==> src/alu_pkg.sv <==
package alu_pkg;

    localparam int word_width = 16;            // data path width
    localparam int cmd_width  = 4;             // one nibble per command
    localparam int sel_width  = 3;             // selector bits decoded from the command

    typedef logic [word_width-1:0] word_t;     // one data word

    typedef enum logic [cmd_width-1:0] {
        op_transfer   = 4'd0,                  // in1
        op_inc        = 4'd1,                  // in1 + 1
        op_add        = 4'd2,                  // in1 + in2
        op_add_plus1  = 4'd3,                  // in1 + in2 + 1
        op_sub_minus1 = 4'd4,                  // in1 + ~in2
        op_sub        = 4'd5,                  // in1 + ~in2 + 1
        op_dec        = 4'd6,                  // in1 + all ones
        op_transfer2  = 4'd7,                  // in1 + all ones + 1
        op_and        = 4'd8,
        op_or         = 4'd9,
        op_xor        = 4'd10,
        op_not        = 4'd11                  // ~in1
    } alu_op_t;

    // bit 0 passes in2 to the adder and bit 1 passes ~in2, both set gives all ones
    // bit 2 picks the logic block, whose four-way choice reuses bits 1..0
    function automatic logic [sel_width-1:0] op_sel(alu_op_t cmd);
        logic [sel_width-1:0] sel;
        sel[0] = (cmd == op_add) || (cmd == op_add_plus1) || (cmd == op_dec) ||
                 (cmd == op_transfer2) || (cmd == op_or) || (cmd == op_not);
        sel[1] = cmd[2] | (cmd[3] & cmd[1]);   // sub family, dec, xor and not
        sel[2] = cmd[3];                       // upper four commands are logic
        return sel;
    endfunction

endpackage

==> src/exec_pkg.sv <==
package exec_pkg;

    localparam int nr_regs        = 8;         // architectural registers
    localparam int reg_addr_width = 3;         // enough for nr_regs
    localparam int nr_lanes       = 2;         // execution lanes sharing one write port

    typedef logic [$clog2(nr_lanes)-1:0] lane_id_t;   // names lane 0 or lane 1

    // register form, second operand from rs2
    typedef struct packed {
        alu_pkg::alu_op_t          cmd;        // bits 15..12
        logic                      imm;        // bit 11, clear here
        logic [reg_addr_width-1:0] rd;         // bits 10..8
        logic [reg_addr_width-1:0] rs1;        // bits 7..5
        logic [reg_addr_width-1:0] rs2;        // bits 4..2
        logic [1:0]                pad;        // bits 1..0 ignored
    } instr_reg_t;

    // immediate form, second operand is imm5 zero-extended
    typedef struct packed {
        alu_pkg::alu_op_t          cmd;
        logic                      imm;        // set selects this view
        logic [reg_addr_width-1:0] rd;
        logic [reg_addr_width-1:0] rs1;
        logic [4:0]                imm5;       // bits 4..0
    } instr_imm_t;

    // the upper eleven bits line up in both views, so either can read cmd/rd/rs1
    typedef union packed {
        instr_reg_t reg_view;
        instr_imm_t imm_view;
    } instr_t;

endpackage

==> src/ripple_carry_adder.sv <==
`timescale 1ns/1ps

module ripple_carry_adder #(
    parameter int width = 16
) (
    input  logic [width-1:0] in1,
    input  logic [width-1:0] in2,
    input  logic             ci,               // carry into bit 0
    output logic [width-1:0] sum,
    output logic             co                // carry out of the top bit
);

    logic [width:0] carry;                     // carry chain, one per stage plus the input

    assign carry[0] = ci;

    for (genvar i = 0; i < width; i++) begin : fa
        logic half;                            // propagate term of this stage
        assign half         = in1[i] ^ in2[i];
        assign sum[i]       = half ^ carry[i];
        assign carry[i + 1] = (in1[i] & in2[i]) | (half & carry[i]);   // generate or propagate
    end

    assign co = carry[width];

endmodule

==> src/alu1.sv <==
`timescale 1ns/1ps

module alu1 (
    input  alu_pkg::alu_op_t cmd,
    input  alu_pkg::word_t   in1,
    input  alu_pkg::word_t   in2,
    output alu_pkg::word_t   out,
    output logic             co
);

    logic [alu_pkg::sel_width-1:0] sel;        // decoded selector bits
    alu_pkg::word_t                adder_in2;  // gated / inverted second operand
    alu_pkg::word_t                adder_sum;
    logic                          adder_co;
    alu_pkg::word_t                logic_out;  // result of the and/or/xor/not block

    assign sel = alu_pkg::op_sel(cmd);

    // a - b done as a + ~b + 1, the +1 comes in through the carry
    // with both selector bits set the operand is all ones, giving dec and transfer2
    assign adder_in2 = ({alu_pkg::word_width{sel[0]}} & in2) |
                       ({alu_pkg::word_width{sel[1]}} & ~in2);

    ripple_carry_adder #(
        .width (alu_pkg::word_width)
    ) adder_i (
        .in1 (in1),
        .in2 (adder_in2),
        .ci  (cmd[0]),                         // odd commands add one
        .sum (adder_sum),
        .co  (adder_co)
    );

    always_comb begin
        case (sel[1:0])
            2'b00:   logic_out = in1 & in2;    // and
            2'b01:   logic_out = in1 | in2;    // or
            2'b10:   logic_out = in1 ^ in2;    // xor
            default: logic_out = ~in1;         // not
        endcase
    end

    assign out = sel[2] ? logic_out : adder_sum;
    assign co  = sel[2] ? 1'b0 : adder_co;     // logic commands leave no carry

    // codes 12..15 have no meaning, the selector would quietly alias them onto logic ops
    cmd_in_range: assert final ($isunknown(cmd) || cmd <= alu_pkg::op_not)
        else $error("alu1 got undefined command %0d", cmd);

endmodule

==> src/reg_file.sv <==
`timescale 1ns/1ps

module reg_file (
    input  logic                                clk,
    input  logic                                rst_n,
    input  logic [exec_pkg::reg_addr_width-1:0] rd_addr_a0,   // lane 0 rs1
    input  logic [exec_pkg::reg_addr_width-1:0] rd_addr_b0,   // lane 0 rs2
    input  logic [exec_pkg::reg_addr_width-1:0] rd_addr_a1,   // lane 1 rs1
    input  logic [exec_pkg::reg_addr_width-1:0] rd_addr_b1,   // lane 1 rs2
    output alu_pkg::word_t                      rd_data_a0,
    output alu_pkg::word_t                      rd_data_b0,
    output alu_pkg::word_t                      rd_data_a1,
    output alu_pkg::word_t                      rd_data_b1,
    input  logic [exec_pkg::reg_addr_width-1:0] dbg_addr,
    output alu_pkg::word_t                      dbg_data,
    output logic                                dbg_co,
    input  logic                                we,
    input  logic [exec_pkg::reg_addr_width-1:0] wr_addr,
    input  alu_pkg::word_t                      wr_data,
    input  logic                                wr_co
);

    alu_pkg::word_t             regs [exec_pkg::nr_regs];   // data words
    logic [exec_pkg::nr_regs-1:0] carry;                    // carry that produced each word

    always_ff @(posedge clk or negedge rst_n) begin
        if (!rst_n) begin
            for (int i = 0; i < exec_pkg::nr_regs; i++) begin
                regs[i] <= '0;
            end
            carry <= '0;
        end else if (we) begin
            regs[wr_addr]  <= wr_data;
            carry[wr_addr] <= wr_co;
        end
    end

    // all reads are asynchronous, a write shows up after the edge
    assign rd_data_a0 = regs[rd_addr_a0];
    assign rd_data_b0 = regs[rd_addr_b0];
    assign rd_data_a1 = regs[rd_addr_a1];
    assign rd_data_b1 = regs[rd_addr_b1];
    assign dbg_data   = regs[dbg_addr];
    assign dbg_co     = carry[dbg_addr];

endmodule

==> src/wb_arbiter.sv <==
`timescale 1ns/1ps

module wb_arbiter (
    input  logic                                clk,
    input  logic                                rst_n,
    input  logic                                req_0,
    input  logic                                req_1,
    input  logic [exec_pkg::reg_addr_width-1:0] rd_0,
    input  alu_pkg::word_t                      data_0,
    input  logic                                co_0,
    input  logic [exec_pkg::reg_addr_width-1:0] rd_1,
    input  alu_pkg::word_t                      data_1,
    input  logic                                co_1,
    output logic                                gnt_0,
    output logic                                gnt_1,
    output logic                                we,
    output logic [exec_pkg::reg_addr_width-1:0] wr_addr,
    output alu_pkg::word_t                      wr_data,
    output logic                                wr_co
);

    exec_pkg::lane_id_t prio;                  // lane that wins a tie

    // lone request always wins, a tie goes to prio
    assign gnt_0 = req_0 & (~req_1 | (prio == exec_pkg::lane_id_t'(0)));
    assign gnt_1 = req_1 & (~req_0 | (prio == exec_pkg::lane_id_t'(1)));

    always_ff @(posedge clk or negedge rst_n) begin
        if (!rst_n) begin
            prio <= exec_pkg::lane_id_t'(0);
        end else if (gnt_0) begin
            prio <= exec_pkg::lane_id_t'(1);   // lane 0 served, lane 1 next
        end else if (gnt_1) begin
            prio <= exec_pkg::lane_id_t'(0);
        end
    end

    // write port follows the granted lane
    assign we      = gnt_0 | gnt_1;
    assign wr_addr = gnt_1 ? rd_1 : rd_0;
    assign wr_data = gnt_1 ? data_1 : data_0;
    assign wr_co   = gnt_1 ? co_1 : co_0;

    // a lane that loses a tie keeps asking and wins on the next edge
    lose_then_win_0: assert property (@(posedge clk) disable iff (!rst_n)
        req_0 && !gnt_0 |=> gnt_0);
    lose_then_win_1: assert property (@(posedge clk) disable iff (!rst_n)
        req_1 && !gnt_1 |=> gnt_1);

endmodule

==> src/exec_lane.sv <==
`timescale 1ns/1ps

module exec_lane (
    input  logic                                clk,
    input  logic                                rst_n,
    input  logic                                issue,      // one-cycle strobe
    input  exec_pkg::instr_t                    instr,
    output logic                                busy,       // high from issue until write-back
    output logic [exec_pkg::reg_addr_width-1:0] rs1_addr,
    output logic [exec_pkg::reg_addr_width-1:0] rs2_addr,
    input  alu_pkg::word_t                      rs1_data,
    input  alu_pkg::word_t                      rs2_data,
    output logic                                wb_req,
    input  logic                                wb_gnt,
    output logic [exec_pkg::reg_addr_width-1:0] wb_rd,
    output alu_pkg::word_t                      wb_data,
    output logic                                wb_co
);

    exec_pkg::instr_t instr_q;                 // instruction held for the whole operation
    alu_pkg::word_t   alu_in2;
    alu_pkg::word_t   alu_out;
    logic             alu_co;
    logic             executing;               // first busy cycle, operands being read

    assign executing = busy & ~wb_req;

    always_ff @(posedge clk) begin
        if (issue && !busy) begin
            instr_q <= instr;
        end
    end

    assign rs1_addr = instr_q.reg_view.rs1;
    assign rs2_addr = instr_q.reg_view.rs2;
    assign wb_rd    = instr_q.reg_view.rd;

    // imm flag picks which view of the word supplies in2
    assign alu_in2 = instr_q.imm_view.imm ? alu_pkg::word_t'(instr_q.imm_view.imm5) : rs2_data;

    alu1 alu_i (
        .cmd (instr_q.reg_view.cmd),
        .in1 (rs1_data),
        .in2 (alu_in2),
        .out (alu_out),
        .co  (alu_co)
    );

    // idle -> executing -> waiting for grant -> idle, encoded in busy and wb_req
    always_ff @(posedge clk or negedge rst_n) begin
        if (!rst_n) begin
            busy   <= 1'b0;
            wb_req <= 1'b0;
        end else if (!busy) begin
            busy <= issue;
        end else if (!wb_req) begin
            wb_req <= 1'b1;                    // result registered this edge
        end else if (wb_gnt) begin
            busy   <= 1'b0;                    // register file written this edge
            wb_req <= 1'b0;
        end
    end

    always_ff @(posedge clk) begin
        if (executing) begin
            wb_data <= alu_out;
            wb_co   <= alu_co;
        end
    end

    no_issue_busy: assert property (@(posedge clk) disable iff (!rst_n) issue |-> !busy);
    hold_until_gnt: assert property (@(posedge clk) disable iff (!rst_n)
        wb_req && !wb_gnt |=> wb_req && $stable(wb_data) && $stable(wb_co) && $stable(wb_rd));

endmodule

==> src/alu_cluster.sv <==
`timescale 1ns/1ps

module alu_cluster (
    input  logic                                clk,
    input  logic                                rst_n,
    input  logic                                issue_0,
    input  exec_pkg::instr_t                    instr_0,
    output logic                                busy_0,
    input  logic                                issue_1,
    input  exec_pkg::instr_t                    instr_1,
    output logic                                busy_1,
    input  logic [exec_pkg::reg_addr_width-1:0] dbg_addr,
    output alu_pkg::word_t                      dbg_data,
    output logic                                dbg_co
);

    logic [exec_pkg::reg_addr_width-1:0] rs1_addr_0, rs2_addr_0, rs1_addr_1, rs2_addr_1;
    alu_pkg::word_t                      rs1_data_0, rs2_data_0, rs1_data_1, rs2_data_1;
    logic                                wb_req_0, wb_gnt_0, wb_co_0;    // lane 0 write-back
    logic                                wb_req_1, wb_gnt_1, wb_co_1;    // lane 1 write-back
    logic [exec_pkg::reg_addr_width-1:0] wb_rd_0, wb_rd_1;
    alu_pkg::word_t                      wb_data_0, wb_data_1;
    logic                                we, wr_co;                      // shared write port
    logic [exec_pkg::reg_addr_width-1:0] wr_addr;
    alu_pkg::word_t                      wr_data;

    exec_lane lane_0_i (
        .clk (clk), .rst_n (rst_n), .issue (issue_0), .instr (instr_0), .busy (busy_0),
        .rs1_addr (rs1_addr_0), .rs2_addr (rs2_addr_0),
        .rs1_data (rs1_data_0), .rs2_data (rs2_data_0),
        .wb_req (wb_req_0), .wb_gnt (wb_gnt_0),
        .wb_rd (wb_rd_0), .wb_data (wb_data_0), .wb_co (wb_co_0)
    );

    exec_lane lane_1_i (
        .clk (clk), .rst_n (rst_n), .issue (issue_1), .instr (instr_1), .busy (busy_1),
        .rs1_addr (rs1_addr_1), .rs2_addr (rs2_addr_1),
        .rs1_data (rs1_data_1), .rs2_data (rs2_data_1),
        .wb_req (wb_req_1), .wb_gnt (wb_gnt_1),
        .wb_rd (wb_rd_1), .wb_data (wb_data_1), .wb_co (wb_co_1)
    );

    wb_arbiter arb_i (
        .clk (clk), .rst_n (rst_n), .req_0 (wb_req_0), .req_1 (wb_req_1),
        .rd_0 (wb_rd_0), .data_0 (wb_data_0), .co_0 (wb_co_0),
        .rd_1 (wb_rd_1), .data_1 (wb_data_1), .co_1 (wb_co_1),
        .gnt_0 (wb_gnt_0), .gnt_1 (wb_gnt_1),
        .we (we), .wr_addr (wr_addr), .wr_data (wr_data), .wr_co (wr_co)
    );

    reg_file rf_i (
        .clk (clk), .rst_n (rst_n),
        .rd_addr_a0 (rs1_addr_0), .rd_addr_b0 (rs2_addr_0),
        .rd_addr_a1 (rs1_addr_1), .rd_addr_b1 (rs2_addr_1),
        .rd_data_a0 (rs1_data_0), .rd_data_b0 (rs2_data_0),
        .rd_data_a1 (rs1_data_1), .rd_data_b1 (rs2_data_1),
        .dbg_addr (dbg_addr), .dbg_data (dbg_data), .dbg_co (dbg_co),
        .we (we), .wr_addr (wr_addr), .wr_data (wr_data), .wr_co (wr_co)
    );

endmodule

==> config.mk <==
export PLATFORM = sky130hd
export DESIGN_NAME = alu_cluster
export DESIGN_NICKNAME = d
export VERILOG_FILES = /design/src/alu_pkg.sv /design/src/exec_pkg.sv /design/src/ripple_carry_adder.sv /design/src/alu1.sv /design/src/reg_file.sv /design/src/wb_arbiter.sv /design/src/exec_lane.sv /design/src/alu_cluster.sv
export SDC_FILE = /design/constraint.sdc
export NUM_CORES = 1
export LEC_CHECK = 0
export ABC_AREA = 1
export ABC_CLOCK_PERIOD_IN_PS = 12900
export BUFFER_PORTS_ARGS = -buffer_cell sky130_fd_sc_hd__buf_2
export CORE_MARGIN = 2
export CORE_UTILIZATION = 40
export CTS_CLUSTER_SIZE = 28
export DETAILED_ROUTE_END_ITERATION = 10
export GPL_TIMING_DRIVEN = 0
export PLACE_DENSITY = 0.59
export RECOVER_POWER = 25
export SYNTH_ARGS = -nofsm -noshare
export SYNTH_HDL_FRONTEND = slang
export SYNTH_SLANG_ARGS = --single-unit
==> constraint.sdc <==
create_clock -name clk -period 12.9 [get_ports clk]
set_input_delay 1.935 -clock clk [delete_from_list [all_inputs] [get_ports clk]]
set_output_delay 1.935 -clock clk [all_outputs]
set_load 0.005 [all_outputs]
==> run_results.csv <==
group,metric,value,unit
die,die_x,213,um
placement,dpl-instance-area,18600,um2
cells_and_area,n_fill_cell,4573,
drt,wl_met1,37.1,mm
status,status,"finished with violations",
drt,drtIter0Drc,2483,
global_routing,overflow,0,
critical_path,critPathRequiredTime,13360,ps
hold_path,min_path_type,"flop to flop",
clock_network,clk_latency,590,ps
cells_and_area,final_util,0.450,
critical_path,crit_fanout,10,
cells_and_area,design_area,19400,um2
cells_and_area,n_antenna_cell,0,
global_routing,grt_pass1_vias,18100,
clock_network,cts_tree,"done",
power,power.leakage,0.00951,uW
critical_path,cpMostUsedCell,"fa_1",
synth,synth_nets,2789,
synth,synthCells,2654,
job,maxCapViolations,2,
synth,ys_warn_count,0,
cells_and_area,layout.cells.non_filler,3342,
sta,rsz0062_at_grt,"false",
drt,ant_nets,0,
sta,finalCritPeriodShare,0.825,
drt,drc,0,
drt,routed_wl,89.8,mm
placement,dp.cells,3297,
sta,finalCriticalPeriod,10640,ps
critical_path,crit_type,"flop to flop",
clock_network,cts_num_sinks,207,
clock_network,cts_buffers,25,
global_routing,grt_usage,0.395,
placement,hpwlAfterDp,71.4,mm
critical_path,critPathMaxStageDelay,770,ps
status,violations,"max-capacitance violations, max-slew violations",
drt,vias_per_cell,5.84,
sta,max_slew.worst_pin.slew,2920,ps
critical_path,cp-start-kind,"flop",
sta,drv_slew,45,
drt,first_pass_iters,8,
placement,gp_congestion,1.05,
power,finalPower,5260,uW
die,initial_core_util,0.405,
clock_network,cts_hold_buf,0,
clock_network,clockBufferDepth,3,
sta,finalHoldViolCount,0,
die,dieArea,45500,um2
cells_and_area,drive_gt1_frac,0.0736,
clock_network,cts-resized-gates,0,
sta,max_slew_margin,-0.945,
critical_path,reg2reg_from,"lane_0_i.instr_q[7]$_DFFE_PP_",
critical_path,crit_path_top_delay_cell,"clkbuf_1",
synth,synth_top_cell_by_area,"nand2_1",
synth,synth-seq-cells,207,
synth,ys_types,32,
clock_network,root_buffer,"clkbuf_16",
critical_path,crit_start,"lane_0_i.instr_q[7]$_DFFE_PP_",
global_routing,grt_max_degree,98,
sta,max_freq,94.0,MHz
global_routing,grt_pass1_wl,128,mm
synth,synth_area_leaders,"nand2_1 24%, dfrtp_1 20%, nand3_1 12%",
die,core,43200,um2
synth,syn_avg_cell_area,6.60,um2
drt,wl_met2,38.0,mm
die,boundaryPins,58,
clock_network,htreeDepth,1,
hold_path,min_from,"rf_i.carry[5]$_DFFE_PN0P_",
power,peakVddDrop,0.000210,V
global_routing,antenna_found_initial,2,
synth,synth-seq-area-share,0.315,
critical_path,r2r_slack,2260,ps
clock_network,post_cts.repair.setup_buffers,0,
cells_and_area,nets,2874,
sta,tns,0,ps
drt,wl_per_cell,26.9,um
critical_path,endpoint_kind,"flop",
drt,dr_total_vias,19500,
sta,setup_violations,0,
critical_path,cp.arrival,11100,ps
placement,portBuffers,54,
die,die_height,213,um
synth,netlist.area_leader.share,0.238,
synth,syn_area,17500,um2
drt,wl_met3,10.3,mm
die,num_rows,76,
sta,fin_skew,33.0,ps
cells_and_area,areaGrowthSynthToFinish,10.9,%
power,p_per_area,271,nW/um2
drt,routed.top_layer,"met5",
clock_network,path_clk_slew,60,ps
[Yosys cell counts (all sizes together)]
master,n
o22ai,7
edfxtp,66
nand2,1120
buf,95
o211ai,101
a21oi,32
clkinv,2
fa,32
nand4,21
nand3b,21
o21a,2
clkbuf,85
o21ai,180
dfrtp,141
inv,185
ha,64
nand3,436
o21bai,2
or2,2
nor2,60
[final cells by class]
type                    instances  area [um2]  area share
repair buffers                 58         319      0.0164
plain buffers                 180         830      0.0427
flip-flops and latches        207        5510       0.284
clock buffers                  34         709      0.0366
inverters                     187         702      0.0362
multi-input cells            2080       10500       0.540
well taps                     585         732      0.0377
clock inverters                11         129     0.00664
[stage by stage]
step                worst slack, ps  hold slack (ps)
global route                   2120              492
floorplan                      3930              437
global placement               2370              455
finish                         2260              465
CTS                            2330              469
detailed placement             2340              455
[worst paths after layout]
check,to,cells after the start
min,rf_i.carry[5]$_DFFE_PN0P_,2
min reg2reg,rf_i.carry[5]$_DFFE_PN0P_,2
max in group asynchronous,rf_i.regs[125]$_DFFE_PN0P_,1
min in group asynchronous,rf_i.regs[73]$_DFFE_PN0P_,1
max,lane_0_i.wb_data[15]$_DFFE_PP_,25
max reg2reg,lane_0_i.wb_data[15]$_DFFE_PP_,25
[placed cells by master, fill, tap and decap left out, drive strengths merged]
cell type  count
buf          150
clkinv         7
o21a           2
clkinvlp       1
fa            32
ha            64
nand3        436
inv          188
or2            2
o211ai       101
nor2          60
nand3b        21
edfxtp        66
nand2       1120
bufinv         2
nand4         21
dfrtp        141
a21oi         32
o22ai          7
o21ai        180
clkbuf       122
o21bai         2
[cell families (layout without fill, tap and decap cells)]
| family | Yosys count | count (layout) | share of synthesized area |
|---|---|---|---|
| compound gates | 324 | 324 | 0.110 |
| buf+inv | 367 | 470 | 0.0875 |
| flops | 207 | 207 | 0.315 |
| fa+ha+maj | 96 | 96 | 0.0823 |
| simple gates | 1660 | 1660 | 0.406 |
[where the power goes]
group	switching, uW	total (uW)	internal (uW)
registers	554	1550	998
clock network	309	736	428
logic	2130	2970	832
total	3000	5260	2260
[flip-flops by register name, summed over array words and instances, names as in the netlist]
register and count:
lane_0_i.wb_co 1, lane_0_i.instr_q 16, lane_0_i.wb_req 1, lane_0_i.wb_data 16
arb_i.prio 1, rf_i.regs 128, lane_1_i.wb_req 1, lane_1_i.instr_q 16
lane_1_i.wb_co 1, lane_1_i.wb_data 16, lane_1_i.busy 1, rf_i.carry 8
lane_0_i.busy 1
[layer usage]
metal	vias to the layer above	GRT usage
met3	211	0.111
met2	1097	0.596
li1	8875	-
met4	4	0.170
met1	9322	0.528
met5	-	0
[worst max-delay path, delay by kind of cell (launching register included)]
family	cells	cell delay, ps
simple gates	4	930
flops	1	370
fa+ha+maj	16	7460
buf+inv	5	1750
Note: power is estimated with default switching activity, not from simulation.
